File: config.mk
export PLATFORM = sky130hd
export DESIGN_NAME = pg_octant_unfold
export DESIGN_NICKNAME = d
export VERILOG_FILES = /design/src/common/pg_stream_pkg.sv /design/src/phase_gen/pg_octant_unfold.sv
export VERILOG_INCLUDE_DIRS = /design/src /design/src/common
export SDC_FILE = /design/constraint.sdc
export NUM_CORES = 1
export LEC_CHECK = 0
export BUFFER_PORTS_ARGS = -buffer_cell sky130_fd_sc_hd__clkbuf_2
export CAP_MARGIN = 0
export CORE_MARGIN = 2
export CORE_UTILIZATION = 40
export CTS_BUF_LIST = sky130_fd_sc_hd__clkbuf_4
export DETAILED_ROUTE_END_ITERATION = 7
export PLACE_DENSITY = 0.6
export SLEW_MARGIN = 30
export SYNTH_ARGS = -nofsm -noshare
export SYNTH_HDL_FRONTEND = slang
export SYNTH_SLANG_ARGS = --single-unit
File: constraint.sdc
create_clock -name clk -period 0.8 [get_ports clk]
set_input_delay 0.12 -clock clk [delete_from_list [all_inputs] [get_ports clk]]
set_output_delay 0.12 -clock clk [all_outputs]
set_load 0.02 [all_outputs]
File: src/common/pg_settings.svh
`ifndef PG_SETTINGS_SVH
`define PG_SETTINGS_SVH

// Phase circle
`define PG_PHASE_BITS      10
`define PG_OCTANT_BITS     3
`define PG_OCTANT_SPAN     128

// Twiddle table covering one eighth of the circle
`define PG_TABLE_DEPTH     136
`define PG_TABLE_ADDR_BITS 8
`define PG_COMP_BITS       32

// Step entry store
`define PG_ENTRY_COUNT     64
`define PG_ENTRY_BITS      6

// Host bus map in word addresses
`define PG_WB_ADDR_BITS    10
`define PG_WB_DATA_BITS    32
`define PG_TABLE_WORDS     (2 * `PG_TABLE_DEPTH)
`define PG_ENTRY_BASE      512

// Stages from accumulator input to twiddle output
`define PG_DRAIN_CYCLES    4

`endif

File: src/common/pg_stream_pkg.sv
`include "pg_settings.svh"

package pg_stream_pkg;

  ////////////////////////////////////////////////////////////
  // Stream pipeline types
  ////////////////////////////////////////////////////////////

  // Accumulator output
  typedef struct packed {
    logic                      valid;
    logic [`PG_PHASE_BITS-1:0] phase;
  } phase_t;

  // Folder output with the octant next to the table address
  typedef struct packed {
    logic                           valid;
    logic [`PG_OCTANT_BITS-1:0]     octant;
    logic [`PG_TABLE_ADDR_BITS-1:0] addr;
  } fold_t;

  // One complex table word or output twiddle
  typedef struct packed {
    logic signed [`PG_COMP_BITS-1:0] re;
    logic signed [`PG_COMP_BITS-1:0] im;
  } twiddle_t;

endpackage

File: src/phase_gen/pg_octant_unfold.sv
`timescale 1ns/1ps
`include "pg_settings.svh"

module pg_octant_unfold
  import pg_stream_pkg::*;
(
  input  logic                       clk,
  input  logic                       rst_n,
  input  twiddle_t                   i_word,
  input  logic [`PG_OCTANT_BITS-1:0] i_octant,
  input  logic                       i_valid,
  output twiddle_t                   o_twiddle,
  output logic                       o_valid
);

  logic signed [`PG_COMP_BITS-1:0] cos_c;
  logic signed [`PG_COMP_BITS-1:0] sin_c;
  twiddle_t                        unfold;
  twiddle_t                        twiddle_q;
  logic                            valid_q;

  assign cos_c = i_word.re;
  assign sin_c = i_word.im;

  ////////////////////////////////////////////////////////////
  // Swap and negate per octant
  ////////////////////////////////////////////////////////////

  always_comb begin
    case (i_octant)
      3'd0:    unfold = '{re: cos_c,  im: -sin_c};
      3'd1:    unfold = '{re: sin_c,  im: -cos_c};
      3'd2:    unfold = '{re: -sin_c, im: -cos_c};
      3'd3:    unfold = '{re: -cos_c, im: -sin_c};
      3'd4:    unfold = '{re: -cos_c, im: sin_c};
      3'd5:    unfold = '{re: -sin_c, im: cos_c};
      3'd6:    unfold = '{re: sin_c,  im: cos_c};
      default: unfold = '{re: cos_c,  im: sin_c};
    endcase
  end

  always_ff @(posedge clk or negedge rst_n) begin
    if (!rst_n) begin
      valid_q <= 1'b0;
    end else begin
      valid_q <= i_valid;
    end
  end

  // Holds the last twiddle between samples
  always_ff @(posedge clk) begin
    if (i_valid) begin
      twiddle_q <= unfold;
    end
  end

  assign o_twiddle = twiddle_q;
  assign o_valid   = valid_q;

endmodule

==> results_dict.tcl <==
set metrics [dict create \
    cts_buffers 9 \
    cts_root_buffer "clkbuf_4" \
    vias 8710 \
    final_util_pct 76.9 \
    ir_drop_uv 951 \
    grt_pass1_vias 8327 \
    slew_viol_final 0 \
    clkSinkCount 65 \
    crit_path_max_fanout 6 \
    cts_buffer_depth 2 \
    drt-total-wl_um 31100 \
    drc 0 \
    startpoint_type "input pin" \
    worst_slew_pin_slew_ps 627 \
    drt_iter0_drc 922 \
    hold_class "in -> reg" \
    place_congestion 0.973 \
    postSynthCellCount 772 \
    end_kind "register" \
    synth_seq_cells 65 \
    layout_commonest_cell "buf_4" \
    synth-main-ff-cell "edfxtp_1" \
    status "complete, but fails checks" \
    cp.arrival_ps 2060 \
    final_cell_mix "257 x buf_4, 104 x buf_6, 89 x nand2_1, 64 x edfxtp_1, 58 x clkbuf_2" \
    grt_first_pass_wirelength_um 45800 \
    final_nets 1244 \
    antenna_left 0 \
    drive_above_1_share_pct 57.6 \
    setup_ws_ps -964 \
    timing.fmax_ghz 0.567 \
    maxCapViolations 0 \
    violations "setup timing" \
    powerDensity_nw_per_um2 1080 \
    synth_area_um2 6240 \
    whs_path_depth 2 \
    grt-ovfl-total 0 \
    cp.required_ps 1090 \
    period_needed_ps 1760 \
    io_buffers 134 \
    clkTransAtPathRegs_ps 100 \
    start_util_pct 41.0 \
    htreeDepth 3 \
    cts_tree "yes" \
    hpwl_um 21600 \
    synth_nets 844 \
    first_pass_iters 6 \
    timing.slew.headroom_pct 57.8 \
    crit_type "in -> reg" \
    die_h_um 129 \
    dieWidth_um 129 \
    nFillCells 1041 \
    yosysUniqueCellTypes 77 \
    leakage_nw 4.92 \
    rsz0062_at_grt "true" \
    setup_viol 129 \
    track_usage_pct 35.9 \
    die_area_um2 16600 \
    avgSynthCellArea_um2 8.08 \
    ys_async_sr_fraction_pct 1.54 \
    antenna_found_initial 1 \
    syn2layout_area_growth_pct 87.4 \
    dpl_worst_slack_ps -1490 \
    row_count 45 \
    ys_warn_count 0 \
    coreArea_um2 15200 \
    wire_per_inst_um 22.8 \
    avgViaCountPerCell 6.38 \
    final_hold_viol_count 0 \
    seq_area_frac_synth_pct 31.2 \
    pin_count 135 \
    grt_max_degree 36 \
    synth_edf_count 64 \
    finalCritPeriodShare_pct 221 \
]
## per-stage QoR
| stage | hold slack, ps | power, W | TNS [ps] | std cells | area (um2) |
|---|---|---|---|---|---|
| after floorplan | -176 | 0.00715 | -57530 | 772 | 7090 |
| after global placement | -106 | 0.00913 | -77020 | 1282 | 9470 |
| after detailed placement | -102 | 0.00924 | -79660 | 1282 | 9470 |
| after CTS | 45.7 | 0.0119 | -62550 | 1351 | 10900 |
| after global routing | 61.7 | 0.0131 | -67560 | 1366 | 11700 |
| final | 64.3 | 0.0127 | -63960 | 1366 | 11700 |
## where the power goes
| group | internal, W | total (W) | switching (W) |
|---|---|---|---|
| registers | 0.00425 | 0.00442 | 0.000169 |
| logic | 0.00296 | 0.00625 | 0.00329 |
| clock network | 0.000673 | 0.00201 | 0.00133 |
| total | 0.00788 | 0.0127 | 0.00479 |
## Yosys cell counts, types with 7 or more instances
library cell  number  area [um2]
a32oi_1           10        87.6
nand2_1           96         360
nand4_1           13        81.3
o21ai_0           26         130
nor3_1            38         190
or4_1              8        60.1
buf_1             12        45.0
a21oi_1           29         145
a22oi_1           11        82.6
a211oi_1           9        67.6
o22ai_1           12        75.1
mux2i_1           20         200
and2_1             7        43.8
xnor2_1           10        87.6
a31oi_1           12        75.1
edfxtp_1          64        1920
nor2_1            60         225
inv_1             13        48.8
o221ai_1          17         149
nand3_1           27         135
a221o_1            9        90.1
xor2_1            13         114
o311ai_0           9        78.8
nor4_1            24         150
clkbuf_1          65         244
or3_1             14        87.6
nand2b_1           8        50.1
o211ai_1          14         105
and3_1            14        87.6
o31ai_1           10        75.1
## critical path, cell delays in order
cell and delay [ps]:
buf_6 100, or4_4 580, or3_4 350, or4_4 430, mux2_4 320, a211oi_2 150
## path summary, 6_finish.rpt
check | start | slack [ps] | endpoint
min in group asynchronous | rst_n | 510 | o_valid$_DFF_PN0_
worst min-delay path | i_valid | 60 | o_valid$_DFF_PN0_
max in group asynchronous | rst_n | 190 | o_valid$_DFF_PN0_
worst max-delay path | i_word[53] | -960 | o_twiddle[28]$_DFFE_PP_
## final cells by class
type                    instances  area (um2)  share of cell area, %
clock buffers                  11        82.6                  0.706
repair buffers                466        4060                   34.7
inverters                      13        91.3                  0.781
diodes                          1        2.50                 0.0214
flip-flops and latches         65        1950                   16.6
clock inverters                 5        22.5                  0.193
well taps                     188         235                   2.01
multi-input cells             617        5260                   44.9
## metal layers
metal | wire length, um | global-route usage, % | part of all wire [%] | vias to the layer above
met3 | 2600 | 6.03 | 8.4 | 94
met1 | 12600 | 47.8 | 41 | 4240
li1 | - | - | - | 3844
met4 | 1230 | 15.9 | 3.9 | 0
met2 | 14700 | 57.6 | 47 | 532
met5 | 0 | 0 | 0 | -
## what timing repair did
action,in CTS,in global routing
pin swaps,81,73
hold buffers,2,0
buffers inserted,51,22
cloned,3,0
endpoints found under the hold margin,1,0
endpoints found under the setup margin,129,129
gates resized for setup,179,238
## flip-flops by register name (all words and copies together), names as in the netlist
signal,flops
o_twiddle,64
o_valid,1
## kinds of logic (layout without fill, tap and decap cells)
kind of cell | count (synthesis) | in the layout | share of synthesized area, %
simple gates | 337 | 337 | 27.5
buf+inv | 91 | 495 | 5.49
xor+xnor | 23 | 23 | 3.23
compound gates | 226 | 227 | 27.1
flops | 65 | 65 | 31.2
mux | 28 | 28 | 5.07
other cells | 0 | 1 | 0
fa+ha+maj | 2 | 2 | 0.401
Power figures use the tool's default switching activity.
