## src/common/pg_settings.svh

```systemverilog
`ifndef PG_SETTINGS_SVH
`define PG_SETTINGS_SVH

// Phase circle
`define PG_PHASE_BITS      10
`define PG_OCTANT_BITS     3
`define PG_OCTANT_SPAN     128

// Twiddle table covering one eighth of the circle
`define PG_TABLE_DEPTH     136
`define PG_TABLE_ADDR_BITS 8
`define PG_COMP_BITS       32

// Step entry store
`define PG_ENTRY_COUNT     64
`define PG_ENTRY_BITS      6

// Host bus map in word addresses
`define PG_WB_ADDR_BITS    10
`define PG_WB_DATA_BITS    32
`define PG_TABLE_WORDS     (2 * `PG_TABLE_DEPTH)
`define PG_ENTRY_BASE      512

// Stages from accumulator input to twiddle output
`define PG_DRAIN_CYCLES    4

`endif

```

## src/common/pg_stream_pkg.sv

```systemverilog
`include "pg_settings.svh"

package pg_stream_pkg;

  ////////////////////////////////////////////////////////////
  // Stream pipeline types
  ////////////////////////////////////////////////////////////

  // Accumulator output
  typedef struct packed {
    logic                      valid;
    logic [`PG_PHASE_BITS-1:0] phase;
  } phase_t;

  // Folder output with the octant next to the table address
  typedef struct packed {
    logic                           valid;
    logic [`PG_OCTANT_BITS-1:0]     octant;
    logic [`PG_TABLE_ADDR_BITS-1:0] addr;
  } fold_t;

  // One complex table word or output twiddle
  typedef struct packed {
    logic signed [`PG_COMP_BITS-1:0] re;
    logic signed [`PG_COMP_BITS-1:0] im;
  } twiddle_t;

endpackage

```

## src/phase_gen/pg_octant_fold.sv

```systemverilog
`timescale 1ns/1ps
`include "pg_settings.svh"

module pg_octant_fold
  import pg_stream_pkg::*;
(
  input  logic   clk,
  input  logic   rst_n,
  input  phase_t i_phase,
  output fold_t  o_fold
);

  localparam int OFS_BITS = `PG_PHASE_BITS - `PG_OCTANT_BITS;

  logic [`PG_OCTANT_BITS-1:0]     octant;
  logic [OFS_BITS-1:0]            offset;
  logic [`PG_TABLE_ADDR_BITS-1:0] addr;
  logic                           valid_q;
  logic [`PG_OCTANT_BITS-1:0]     octant_q;
  logic [`PG_TABLE_ADDR_BITS-1:0] addr_q;

  assign octant = i_phase.phase[`PG_PHASE_BITS-1 -: `PG_OCTANT_BITS];
  assign offset = i_phase.phase[OFS_BITS-1:0];

  ////////////////////////////////////////////////////////////
  // Fold into 0..128
  ////////////////////////////////////////////////////////////

  // Even octants use a = p - 128*o
  // Odd octants reflect from the next boundary as a = 128*(o+1) - p
  always_comb begin
    if (octant[0]) begin
      addr = `PG_TABLE_ADDR_BITS'(`PG_OCTANT_SPAN) - {1'b0, offset};
    end else begin
      addr = {1'b0, offset};
    end
  end

  always_ff @(posedge clk or negedge rst_n) begin
    if (!rst_n) begin
      valid_q <= 1'b0;
    end else begin
      valid_q <= i_phase.valid;
    end
  end

  always_ff @(posedge clk) begin
    octant_q <= octant;
    addr_q   <= addr;
  end

  assign o_fold = '{valid: valid_q, octant: octant_q, addr: addr_q};

endmodule

```

## config.mk

```make
export PLATFORM = sky130hd
export DESIGN_NAME = pg_octant_fold
export DESIGN_NICKNAME = d
export VERILOG_FILES = /design/src/common/pg_stream_pkg.sv /design/src/phase_gen/pg_octant_fold.sv
export VERILOG_INCLUDE_DIRS = /design/src /design/src/common
export SDC_FILE = /design/constraint.sdc
export NUM_CORES = 1
export LEC_CHECK = 0
export BUFFER_PORTS_ARGS = -buffer_cell sky130_fd_sc_hd__buf_2
export CORE_AREA = 2 2 39 41
export DETAILED_ROUTE_END_ITERATION = 8
export DIE_AREA = 0 0 41 43
export GPL_ROUTABILITY_DRIVEN = 0
export GPL_TIMING_DRIVEN = 1
export PLACE_DENSITY = 0.68
export SLEW_MARGIN = 0
export SYNTH_ARGS = -nofsm -noshare
export SYNTH_HDL_FRONTEND = slang
export SYNTH_SLANG_ARGS = --single-unit
```

## constraint.sdc

```tcl
create_clock -name clk -period 0.8 [get_ports clk]
set_input_delay 0.04 -clock clk [delete_from_list [all_inputs] [get_ports clk]]
set_output_delay 0.04 -clock clk [all_outputs]
set_load 0.005 [all_outputs]
```

==> out/results.md <==
| Metric | Reported | Unit |
|---|---|---|
| GR Overflow Total | 0 | - |
| Routed length on met1 | 303 | µm |
| Data required time of the worst path | 990 | ps |
| Most used DFF post-synth | sky130_fd_sc_hd__dfxtp_1 | - |
| Average wire per cell in the routed design | 8.92 | µm |
| Cell depth of the worst min-delay path | 2 | - |
| Unique cell type count in the Yosys netlist | 15 | - |
| Clock tree root driver cell | sky130_fd_sc_hd__clkbuf_4 | - |
| IO Port Bufs | 24 | - |
| Post-detailed-placement cell area | 608 | µm² |
| Minimum setup slack in the final design | -13.0 | ps |
| Tightest Hold Check Type | in2reg | - |
| Clock transition at the registers of the reported paths | 60 | ps |
| Chip Height | 43 | µm |
| Type of element launching the critical path | input port | - |
| Number of synthesized flops with an enable pin | 0 | - |
| Syn. warnings | 0 | - |
| Number of pins with negative max-slew slack in the final report | 0 | - |
| Sequential share of the synthesized area | 0.599 | - |
| Critical path, cell by cell | buf_12, inv_12, ha_4, or3b_4, o31ai_4, xnor2_1 | - |
| Largest delay contributor family on the critical path | simple AND/OR/NAND/NOR gates | - |
| Synthesis-to-layout area growth | 76.8 | % |
| Core region area | 0.00138 | mm² |
| Share of synthesized registers carrying an async set or reset | 0.0833 | - |
| Sum of met3 wire segment lengths after detailed routing | 59 | µm |
| Buf+Inv Stages, Crit Path | 2 | - |
| DP Cell Count | 75 | - |
| Setup-violating endpoint count in the final report | 1 | - |
| Total routing usage reported by global routing | 0.104 | - |
| Min-delay src | i_phase[5] | - |
| Final core utilization | 0.523 | - |
| First-pass GRT wire length | 1190 | µm |
| Area of all sequential standard cells | 245 | µm² |
| Clock tree from TritonCTS | built | - |
| Overall via count from detail_route | 350 | - |
| Iteration-0 DRC Markers | 1 | - |
| Maximum clock path buffer count | 2 | - |
| CTS HTree Levels | 1 | - |
| Boundary pin count | 25 | - |
| Cell area after synthesis | 409 | µm² |
| Most common cell after layout, fill and taps aside | sky130_fd_sc_hd__buf_2 | - |
| Pin slew with the least headroom to its limit | 222 | ps |
| Failing checks | setup timing | - |
| # DRC | 0 | - |
| Maximum ir drop on the vdd rail | 0.724 | mV |
| Number of fill cells | 142 | - |
| Fraction of final layout cells sized beyond drive strength 1 | 0.551 | - |
| Met2 wire length | 380 | µm |
| HPWL after detailed placement | 605 | µm |
| Total inserted antenna cells | 0 | - |
| Number of global-route vias before repair | 291 | - |
| Post-CTS Repair Setup Buffers | 0 | - |
| Area occupied by multi-input gates | 173 | µm² |
| Slowest stage delay, CP | 390 | ps |
| Type of the worst setup path | in2reg | - |
| Maximum clock frequency | 1230 | MHz |
| Final Non-Filler Cells | 85 | - |
| Antenna violation net count after detailed routing | 0 | - |
| Mean area per synthesized cell | 12.4 | µm² |
| WL final | 758 | µm |
| Initial antenna violation count | 0 | - |
| Post-layout min period | 813 | ps |
| Most frequent cells in the layout | 22 x sky130_fd_sc_hd__buf_2, 11 x sky130_fd_sc_hd__dfxtp_1, 6 x sky130_fd_sc_hd__dlygate4sd3_1, 5 x sky130_fd_sc_hd__xnor2_1 | - |
| Total design power | 1.25 | mW |
| Net Count, Synth | 47 | - |
| Row count | 14 | - |
| Area of the die | 0.00176 | mm² |
| Number of buffers added by the clock tree synthesis step | 3 | - |
| Pin count of the biggest net entering global routing | 10 | - |
| Max-slew headroom at the worst pin | 0.851 | - |
| Final period util | 1.02 | - |
| Highest signal layer in the routed design | met4 | - |
| Endpoints failing hold | 0 | - |
| End point of the most critical hold path | addr_q[5] | - |
| Clock net sink count | 12 | - |
| Post-placement setup slack | -346 | ps |
| Width of the die | 41 | µm |
| Area of all placed cells without fillers | 723 | µm² |
| Drt first pass iters | 2 | - |
| Synth Register Bits | 12 | - |
| Worst Path Max Fanout | 2 | - |
| Avg Vias per Cell | 4.12 | - |
| CP arrival | 1000 | ps |
| RSZ-0062 raised after global routing | yes | - |
| Post-synthesis cell count | 33 | - |
| Type of element capturing the critical path | flop | - |
| Final layout net count | 84 | - |
| Pwr per Cell Area | 1730 | mW/mm² |
| Run status | finished, violations left | - |
| Cell with the largest stage delay on the worst path | sky130_fd_sc_hd__or3b_4 | - |
| Leakage component of the power | 0.327 | nW |
| Max-cap violation count | 0 | - |
| Starting density of the core | 0.296 | - |
==> where the power goes <==
group          total (mW)  switching (mW)  internal, mW
Combinational       0.234          0.0948         0.139
Sequential          0.653         0.00807         0.645
Clock               0.365           0.173         0.192
Total                1.25           0.276         0.976
==> cell families (layout without fill, tap and decap cells) <==
family / after synthesis / after routing / share of synthesized area
xor gates and xnor gates: 5 / 5 / 0.107
adders and majority gates: 1 / 1 / 0.0306
and+or+nand+nor: 9 / 9 / 0.131
DFF: 12 / 12 / 0.599
buffers and inverters: 3 / 39 / 0.0367
AOI/OAI and AO/OA: 3 / 3 / 0.0948
==> sequential cells by signal, indices dropped and copies added, names as in the netlist <==
name	cells
addr_q	8
octant_q	3
valid_q	1
==> how the worst max path moves through the flow <==
stage	from	slack, ps	endpoint	cells past startpoint
after detailed placement	i_phase[0]	-350	addr_q[6]	6
after global placement	i_phase[0]	-330	addr_q[6]	6
final	i_phase[0]	-10	addr_q[6]	6
after CTS	i_phase[0]	-10	addr_q[6]	6
after global routing	valid_q	-30	o_fold[11]	1
after floorplan	i_phase[0]	-130	addr_q[6]	5
==> synthesized netlist by cell type, types with 2 or more instances <==
cell	instances	share of area
sky130_fd_sc_hd__dfxtp_1	11	0.54
sky130_fd_sc_hd__xnor2_1	5	0.11
sky130_fd_sc_hd__nand2_1	4	0.037
sky130_fd_sc_hd__inv_1	2	0.018
==> metal layers <==
| layer | vias up | track usage |
|---|---|---|
| met5 | - | 0 |
| met4 | 0 | 0.100 |
| met3 | 2 | 0.0314 |
| met2 | 15 | 0.141 |
| met1 | 151 | 0.122 |
| li1 | 182 | - |
==> layout make-up <==
cell class                      instances  area share
Sequential cell                        12       0.339
Timing Repair Buffer                   33       0.320
Multi-Input combinational cell         18       0.239
Inverter                                2      0.0381
Clock buffer                            4      0.0363
Tap cell                               16      0.0277
==> per-stage QoR <==
step                      setup TNS, ps  hold slack, ps
after detailed placement          -1230            -185
after global placement            -1190            -185
after global routing              -47.0            28.1
final                             -13.0            30.6
after CTS                         -10.8            19.7
after floorplan                    -138            -256
==> repair_timing <==
action,in CTS,in global routing
hold buffers,6,0
endpoints found under the hold margin,6,0
pin swaps,1,2
gates resized for setup,5,3
endpoints found under the setup margin,2,3
(Power assumes the default switching activity.)
