==> src/common/pg_settings.svh <==
`ifndef PG_SETTINGS_SVH
`define PG_SETTINGS_SVH

// Phase circle
`define PG_PHASE_BITS      10
`define PG_OCTANT_BITS     3
`define PG_OCTANT_SPAN     128

// Twiddle table covering one eighth of the circle
`define PG_TABLE_DEPTH     136
`define PG_TABLE_ADDR_BITS 8
`define PG_COMP_BITS       32

// Step entry store
`define PG_ENTRY_COUNT     64
`define PG_ENTRY_BITS      6

// Host bus map in word addresses
`define PG_WB_ADDR_BITS    10
`define PG_WB_DATA_BITS    32
`define PG_TABLE_WORDS     (2 * `PG_TABLE_DEPTH)
`define PG_ENTRY_BASE      512

// Stages from accumulator input to twiddle output
`define PG_DRAIN_CYCLES    4

`endif

==> src/common/pg_stream_pkg.sv <==
`include "pg_settings.svh"

package pg_stream_pkg;

  ////////////////////////////////////////////////////////////
  // Stream pipeline types
  ////////////////////////////////////////////////////////////

  // Accumulator output
  typedef struct packed {
    logic                      valid;
    logic [`PG_PHASE_BITS-1:0] phase;
  } phase_t;

  // Folder output with the octant next to the table address
  typedef struct packed {
    logic                           valid;
    logic [`PG_OCTANT_BITS-1:0]     octant;
    logic [`PG_TABLE_ADDR_BITS-1:0] addr;
  } fold_t;

  // One complex table word or output twiddle
  typedef struct packed {
    logic signed [`PG_COMP_BITS-1:0] re;
    logic signed [`PG_COMP_BITS-1:0] im;
  } twiddle_t;

endpackage

==> src/common/pg_bus_pkg.sv <==
`include "pg_settings.svh"

package pg_bus_pkg;

  ////////////////////////////////////////////////////////////
  // Wishbone classic
  ////////////////////////////////////////////////////////////

  typedef struct packed {
    logic                        cyc;
    logic                        stb;
    logic                        we;
    logic [`PG_WB_ADDR_BITS-1:0] adr;
    logic [`PG_WB_DATA_BITS-1:0] dat;
  } wb_req_t;

  typedef struct packed {
    logic                        ack;
    logic [`PG_WB_DATA_BITS-1:0] dat;
  } wb_rsp_t;

  ////////////////////////////////////////////////////////////
  // Configuration words
  ////////////////////////////////////////////////////////////

  typedef struct packed {
    logic [5:0]                pad_hi;
    logic [`PG_PHASE_BITS-1:0] start;
    logic [5:0]                pad_lo;
    logic [`PG_PHASE_BITS-1:0] step;
  } step_entry_t;

  // Write word seen as a table component or as a step entry
  typedef union packed {
    logic [`PG_WB_DATA_BITS-1:0] raw;
    step_entry_t                 entry;
  } cfg_word_u;

  // Table access from the bus side
  typedef struct packed {
    logic                           valid;
    logic                           we;
    logic [`PG_TABLE_ADDR_BITS-1:0] entry;
    logic                           comp;
    logic [`PG_COMP_BITS-1:0]       data;
  } pg_host_req_t;

endpackage

==> src/phase_gen/pg_phase_accum.sv <==
`timescale 1ns/1ps
`include "pg_settings.svh"

module pg_phase_accum
  import pg_stream_pkg::*;
  import pg_bus_pkg::*;
(
  input  logic        clk,
  input  logic        rst_n,
  input  logic        i_start,
  input  logic        i_valid,
  input  logic        i_last,
  input  step_entry_t i_entry,
  output phase_t      o_phase,
  output logic        o_busy
);

  logic [`PG_PHASE_BITS-1:0] phase_q;
  logic [`PG_PHASE_BITS-1:0] start_q;
  logic [`PG_PHASE_BITS-1:0] step_q;
  logic                      running;
  logic [2:0]                drain_cnt;
  phase_t                    out_q;

  always_ff @(posedge clk or negedge rst_n) begin
    if (!rst_n) begin
      phase_q   <= '0;
      start_q   <= '0;
      step_q    <= '0;
      running   <= 1'b0;
      drain_cnt <= '0;
      out_q     <= '0;
    end else begin
      out_q <= '{valid: i_valid, phase: phase_q};
      if (i_start) begin
        start_q <= i_entry.start;
        step_q  <= i_entry.step;
        phase_q <= i_entry.start;
        running <= 1'b1;
      end else if (i_valid && i_last) begin
        phase_q <= start_q;
        running <= 1'b0;
      end else if (i_valid) begin
        // Wraps on the 1024-point circle
        phase_q <= phase_q + step_q;
        running <= 1'b1;
      end
      if (i_valid && i_last) begin
        drain_cnt <= 3'(`PG_DRAIN_CYCLES);
      end else if (drain_cnt != '0) begin
        drain_cnt <= drain_cnt - 3'd1;
      end
    end
  end

  assign o_phase = out_q;
  assign o_busy  = running || (drain_cnt != '0);

  a_start_not_valid: assert property (@(posedge clk) disable iff (!rst_n)
    !(i_start && i_valid));

endmodule

==> config.mk <==
export PLATFORM = sky130hd
export DESIGN_NAME = pg_phase_accum
export DESIGN_NICKNAME = d
export VERILOG_FILES = /design/src/common/pg_stream_pkg.sv /design/src/common/pg_bus_pkg.sv /design/src/phase_gen/pg_phase_accum.sv
export VERILOG_INCLUDE_DIRS = /design/src /design/src/common
export SDC_FILE = /design/constraint.sdc
export NUM_CORES = 1
export LEC_CHECK = 0
export BUFFER_PORTS_ARGS = -buffer_cell sky130_fd_sc_hd__buf_4
export CORE_MARGIN = 1
export CORE_UTILIZATION = 45
export CTS_CLUSTER_SIZE = 14
export DETAILED_ROUTE_END_ITERATION = 7
export GPL_ROUTABILITY_DRIVEN = 0
export PLACE_DENSITY = 0.68
export SLEW_MARGIN = 40
export SYNTH_ARGS = -nofsm -noshare
export SYNTH_HDL_FRONTEND = slang
export SYNTH_SLANG_ARGS = --single-unit
==> constraint.sdc <==
create_clock -name clk -period 3.16 [get_ports clk]
set_clock_uncertainty 0.05 [all_clocks]
set_input_delay 0.316 -clock clk [delete_from_list [all_inputs] [get_ports clk]]
set_output_delay 0.316 -clock clk [all_outputs]
set_load 0.1 [all_outputs]
==> run summary, run 1 <==
The die width is roughly 70 µm. In the finished design, the share of the clock period the worst path needs comes to roughly two thirds. The detail-routed via count per cell came out at about 5.5. The worst register-to-register path begins at phase_q[0]$_DFFE_PN0P_. The worst hold path belongs to the class in -> reg. The initial detailed-routing violation count came out at 66. The ratio of cells with drive above 1 in the final layout is 25.4%. The transition time at the pin with the least slew margin is roughly 550 ps. The number of gates given a new drive strength after cts is 0. In this run the tightest slew margin relative to its limit is a little over three fifths.

The maximum level of the CTS H-tree is 2. The depth of the worst register-to-register path is 7. For this design, the sink count on the clock tree is 45.

Broken down by cell family, the worst path's largest delay share belongs to compound AO/OA/AOI/OAI gates. In the detailed route, the total length drawn on met3 is approximately 220 µm. The number of antenna violations at the first check in global routing is 0. The final number of max-transition violations came out at 0. The repair_antennas step left the layout with diodes totalling 0. The die area came out at 0.00507 mm². The routed length per placed instance came out at 13.7 µm.

The total global routing overflow is 0. The share of the yosys chip area belonging to registers is a little over half. The pre-antenna-repair detailed-routing pass consisted of 6 iterations. The total number of nets in the final design is 280. The peak supply drop came out at approximately 0.36 mV. Setup repair after global routing left no endpoint under its margin.

The hold violation count in the final report came to 0. After detailed routing, the total wire length is 3880 µm. The run finished, with violations left.

The global-route usage over all layers came out at between 15 and 20%. The slowest stage of the critical path belongs to the cell fa_1. Once placement finished, the instance area stood at around 0.0025 mm². The worst hold path begins at i_entry[16]. STA classifies the critical path startpoint as a flip-flop.

After technology mapping, the gate count stands at around 200. The arrival time reported for the critical path endpoint is 2260 ps. Across the whole layout, storage elements account for around 0.0011 mm².

The count of pins on the block boundary came out at ~50. The buffers plus inverters on the worst setup path came out at 0. The stage delay of the slowest cell on the critical path is ~440 ps. Buffers placed on the I/O ports in this run total 36. The area growth from synthesis to layout is 17.9%.

The summed instance area of the synthesized netlist came out at roughly 0.0022 mm². The clock buffer count from CTS is 5. Max-cap violations in this run came to 0. The residual DRC count came out at 1. The power density of the placed cells is roughly 660 mW/mm². The area of the multi-input gates came out at 961 µm². The setup violation total in the final timing report came out at 0. The average instance in the mapped netlist occupies between 10 and 15 µm². The longest clock path from root to sink contains 2 buffers. After filler insertion, the fill cell instance count of the layout stands at 400. The number of global-route vias before repair came out at approximately 1.6k.

For this design the static power due to leakage is 0.00115 µW. The worst hold slack is between 150 and 200 ps. The number of setup buffers added after CTS came out at 0. The number of different library cells in the post-synthesis netlist came out at 34.

The highest routing layer actually used is met4. The remaining number of nets flagged by the antenna check after routing is 0. The final setup TNS is 0 ps. The cell area after layout came out at about 0.0025 mm². The final critical path time including I/O delays and setup is ~2200 ps. The net count after synthesis came out at approximately 250. Yosys printed 0 warnings. The clock reaches the later pin of the worst-skew pair after 290 ps. The category of the most critical setup path is reg -> reg.

The first global-routing pass estimated slightly below 7000 µm of wire. The placed wire-length estimate is 2700 µm. The count of cells along the worst hold path came out at 3. In the layout the commonest cells are dfrtp_1 (45), buf_4 (36), a21oi_1 (18), mux2_2 (17), o21ai_0 (17). The register-to-register setup slack is between 1000 and 1500 ps. The pin count of the biggest net entering global routing is 46. The endpoint identified for the worst register-to-register timing path is phase_q[6]$_DFFE_PN0P_. The largest fanout of any net on the critical path is 3. Traced cell by cell, the critical path runs through ha_1 > fa_1 > a211oi_1 > o21bai_1 > a21oi_1 > xor2_1 > o31ai_1. Across all layers, the routed design uses between 1.5k and 2k vias. The clock-pin slew on the worst setup and hold paths is 80 ps. The power consumption came out at 1690 µW.

The master cell of the clock root buffer is clkbuf_8. TritonCTS built the clock tree. Buffers inserted to repair hold after CTS numbered 1.

The floorplan row count came out at 24. The final reports fail on DRC. The floorplan die height came out at just over 70 µm.

The leading cell type in the layout, fill and taps excluded is dfrtp_1. The core outline area came out at 0.00447 mm². For the worst setup path, the data required time is ~3300 ps. Once the floorplan was initialized, standard cells occupied approximately 48% of the core. The worst hold path terminates at phase_q[0]$_DFFE_PN0P_. The wire length on met1 came out at 1780 µm. STA classifies the critical path endpoint as a flip-flop. The number of synthesized register bits is 45.

Based on the critical path, the design can be clocked at up to approximately 460 MHz. The routed wire length on met2 came out at between 1500 and 2000 µm.
-- layer usage --
metal	vias to the layer above	GRT usage, %
met2	48	28.5
li1	763	-
met4	0	5.33
met5	-	0
met3	5	4.22
met1	744	22.6
-- synth_stat cells --
| library cell | number | area, µm² |
|---|---|---|
| o31a_1 | 1 | 8.76 |
| o21ai_0 | 17 | 85.1 |
| a21oi_1 | 18 | 90.1 |
| nor2_1 | 10 | 37.5 |
| a21o_1 | 1 | 7.51 |
| mux2_2 | 17 | 191 |
| nor2b_1 | 5 | 31.3 |
| nand2b_1 | 2 | 12.5 |
| dfrtp_1 | 45 | 1130 |
| o211ai_1 | 1 | 7.51 |
| xor2_1 | 3 | 26.3 |
| clkbuf_1 | 4 | 15.0 |
| o22ai_1 | 4 | 25.0 |
| inv_1 | 8 | 30.0 |
| or3_1 | 1 | 6.26 |
| o21ai_1 | 1 | 5.00 |
| o21bai_1 | 2 | 15.0 |
| a211oi_1 | 4 | 30.0 |
| nand2_1 | 11 | 41.3 |
| o31ai_1 | 3 | 22.5 |
| o221ai_1 | 1 | 8.76 |
| a22oi_1 | 3 | 22.5 |
| and2_1 | 1 | 6.26 |
| or4_1 | 1 | 7.51 |
| mux2i_1 | 3 | 30.0 |
| nand4_1 | 1 | 6.26 |
| nor3_1 | 1 | 5.00 |
| or2_2 | 1 | 6.26 |
| buf_2 | 5 | 25.0 |
| ha_1 | 11 | 138 |
| fa_1 | 1 | 20.0 |
| nand3_1 | 3 | 15.0 |
| a221oi_1 | 1 | 8.76 |
| xnor2_1 | 5 | 43.8 |
-- final cells by class --
type,instances,area share [%]
sequential,45,44.3
multi-input combinational,134,37.8
timing repair buffer,37,11.0
clock buffer,8,3.15
tap,52,2.56
inverter,8,1.18
-- metrics by stage --
step                      setup slack (ps)  std cells  util, %
final                                 1000        284     56.8
after global routing                   863        284     56.8
after CTS                             1000        284     56.8
after detailed placement              1050        275     54.8
after global placement                1030        275     54.8
after floorplan                       1190        196        -
-- tightest hold or removal path: stages --
cell and delay (ps):
buf_4 70, nand2_1 50, o21ai_0 60
-- state kept, by name (all words and copies together), names as in the netlist --
signal	cells
drain_cnt	3
running	1
start_q	10
o_phase	11
step_q	10
phase_q	10
-- logic make-up after synthesis --
group           Yosys count  synth area share, %
simple gates             37                 8.12
fa+ha+maj                12                 7.31
xor+xnor                  8                 3.25
mux                      20                 10.3
flops                    45                 52.2
compound gates           57                 15.6
buf+inv                  17                 3.25
-- how the worst max path moves through the flow --
stage	start	end	slack [ps]	depth (start not counted)
floorplan	phase_q[0]$_DFFE_PN0P_	phase_q[6]$_DFFE_PN0P_	1190	7
detailed placement	phase_q[0]$_DFFE_PN0P_	phase_q[6]$_DFFE_PN0P_	1050	7
global route	phase_q[0]$_DFFE_PN0P_	phase_q[6]$_DFFE_PN0P_	860	7
finish	phase_q[0]$_DFFE_PN0P_	phase_q[6]$_DFFE_PN0P_	1000	7
global placement	phase_q[0]$_DFFE_PN0P_	phase_q[6]$_DFFE_PN0P_	1030	7
CTS	phase_q[0]$_DFFE_PN0P_	phase_q[6]$_DFFE_PN0P_	1000	7
-- power by group --
group | switching [µW] | leakage, µW | internal, µW | total [µW]
Clock | 174 | 0.0000395 | 157 | 331
Sequential | 57.5 | 0.000532 | 669 | 726
Combinational | 404 | 0.000579 | 224 | 628
No activity file was read; power rests on OpenSTA's default activity.
==> run 2: changes to the inputs <==
Settings changed: PLACE_DENSITY 0.68 to 0.71.
Clock period 3.16 ns to 1.9 ns, I/O delays scaled along.
==> run 2 against run 1 <==
The flow finishes with violations (DRC, setup timing). Combinational power rose by 78%. Die area did not move. Sequential share of layout area fell by 1.7 points. Sequential cell count did not move. Largest cell class unchanged.
==> run summary, run 2 (synthesized netlist as in run 1, its figures left out) <==
The flow ran to the end, but the final reports show violations. The checks that failed: DRC, setup timing. The post-placement cell area came out at 0.00249 mm². The final number of max-transition violations is 0.

The max-slew headroom at the worst pin came out at a little over three fifths. STA classifies the critical path endpoint as a flip-flop. The top cell types in the final layout, fill and taps aside, are dfrtp_1 (45), buf_4 (39), mux2_2 (17), o21ai_0 (17), a21oi_1 (16). The total wirelength of the detailed-routed design is approximately 4200 µm. The largest fanout of any net on the critical path is 2. The number of iterations in the first detailed-routing pass is 6.

For this configuration, the core starts out at a cell density of between 40% and 50%. The transition time at the pin with the least slew margin came out at 553 ps. The register with the most flip-flops in the layout has 11 of them. The global-route met2 utilization is roughly 30%. The peak supply drop is between 0.4 and 0.5 mV. The first routing iteration left 77 violations. The tightest min-delay check is of the in -> reg type. The total via count after detailed routing is about 1.6k. The initialized floorplan defines 24 standard-cell rows. In this run the most used layer during global routing was met2. The clock-pin slew on the worst setup and hold paths came out at 80 ps. The number of setup buffers added after CTS is 0. Clock latency on the worst-skew pair, taken at its later pin, is a little under 300 ps. The setup violation total in the final timing report came out at 2. The met3 capacity usage during global routing is under 10%. The area growth from synthesis to layout came out at 22.6%. The library cell contributing the largest single delay on the critical path is dfrtp_1. Pin placement for this block handled 49 I/O pins. The layout has 386 filler cells. The max-cap check violation count came out at 0. The die covers 0.00507 mm².

The TritonCTS clock tree is done. The met1 track demand over resource came out at about a quarter. The final critical path time including I/O delays and setup is between 1500 and 2000 ps. The die width came out at 71.2 µm. In the routed design, unresolved DRC markers number 3.

The placed wire-length estimate came out at about 2900 µm. In this run the power density over the cells is between 1000 and 1500 mW/mm². Dividing the detail-routed wire length by the instance count gives around 15 µm. No sink is reached through more buffers than the 2 on the longest clock path. The critical path is of the reg -> reg type.

The ratio of cells with drive above 1 in the final layout came out at a little under a third. The quantity of I/O buffers inserted on ports is 36. After routing the design area is between 0.002 and 0.003 mm². In this run, CTS created clock tree buffers numbering 5. The hold violation count in the final report came to 0.

The final layout contains 284 nets. The library cell used most frequently in the layout, excluding fill and tap cells, is dfrtp_1. The critical path goes through ha_2 > fa_2 > a211oi_4 > o21bai_1 > a21oi_1 > xor2_1 > o31ai_1. The number of inserted diodes came out at 0. Summed over all cells, the static leakage comes to 0.00118 µW. The core outline area came out at 0.00447 mm².

The power consumption is 2930 µW. Setup repair after global routing could not meet its margin everywhere. The maximum clock frequency came out at 521 MHz.

The period utilization is 101%. The number of antenna violations at the first check in global routing is 0. The arrival time reported for the critical path endpoint came out at between 2000 and 2500 ps. On the worst path, the slowest cell contributes a delay of approximately 400 ps. The pin count of the biggest net entering global routing is 46. The final worst setup slack is -18.2 ps. Global routing used 18.3% of the available tracks across all layers. The sink count of the clock tree came out at 45. CTS placed an instance of clkbuf_8 at the clock tree root.

In this run the number of H-tree levels came out at 2. The floorplan die height is 71.2 µm. The required time reported for the critical path endpoint came out at around 2000 ps. The worst setup path is launched from a flip-flop. The global-route wire length before repair is between 7000 and 8000 µm.

In the routed layout, each cell is associated on average with a via count of 5.46. The worst hold slack came out at between 60 and 70 ps. The remaining number of nets flagged by the antenna check after routing is 0. The number of global-route vias before repair is between 1.5k and 2k. The total global routing overflow is 0.
## run 2: final timing paths
check                                       startpoint                  endpoint  slack (ps)  cells past startpoint
worst max-delay path            phase_q[0]$_DFFE_PN0P_    phase_q[6]$_DFFE_PN0P_         -20                      7
worst min-delay path                       i_entry[16]    start_q[0]$_DFFE_PN0P_          70                      3
worst max register to register  phase_q[0]$_DFFE_PN0P_    phase_q[6]$_DFFE_PN0P_         -20                      7
worst min register to register  phase_q[5]$_DFFE_PN0P_      o_phase[5]$_DFF_PN0_         360                      0
max in group asynchronous                        rst_n    start_q[1]$_DFFE_PN0P_        1050                      2
min in group asynchronous                        rst_n  drain_cnt[1]$_DFFE_PN0P_         370                      2
## run 2: what timing repair did
action,in CTS,in global routing
pin swaps,4,4
setup endpoints to repair,4,5
hold buffers,1,0
endpoints found under the hold margin,45,0
resized for setup,3,8
## run 2: worst max-delay path, delay by kind of cell (launching register included)
family,cells,cell delay [ps]
XOR/XNOR,1,150
AO/OA/AOI/OAI,4,600
adder cells (fa/ha/maj),2,580
flip-flops,1,400
## run 2: final cells by class
class | instances | area, µm² | area share (%)
inverter | 8 | 30.0 | 1.14
multi-input combinational | 134 | 1020 | 38.7
tap | 52 | 65.1 | 2.46
timing repair buffer | 41 | 314 | 11.9
sequential | 45 | 1130 | 42.6
clock buffer | 7 | 86.3 | 3.27
## run 2: report_power, final
part,total (µW),switching (µW),internal [µW],leakage (µW)
clock,588,299,289,0.0000443
combinational,1120,698,426,0.000604
sequential,1220,107,1110,0.000532
## run 2: routing by layer
metal,share of wire [%],routed length (µm),vias to the layer above
met5,0,0,-
met1,45,1900,754
met2,49,2060,37
met4,1.6,68,0
li1,-,-,771
met3,4.6,193,6
## run 2: metrics by stage
stage          setup TNS, ps  cells  setup WS, ps  utilization (%)
5_1_grt                 -273    287          -120             59.1
3_5_place_dp           -83.5    279         -41.9             55.6
3_3_place_gp           -39.4    279         -34.9             55.6
2_1_floorplan              0    196          40.6                -
4_1_cts                    0    287          1.37             58.0
6_report               -24.2    287         -18.2             59.1
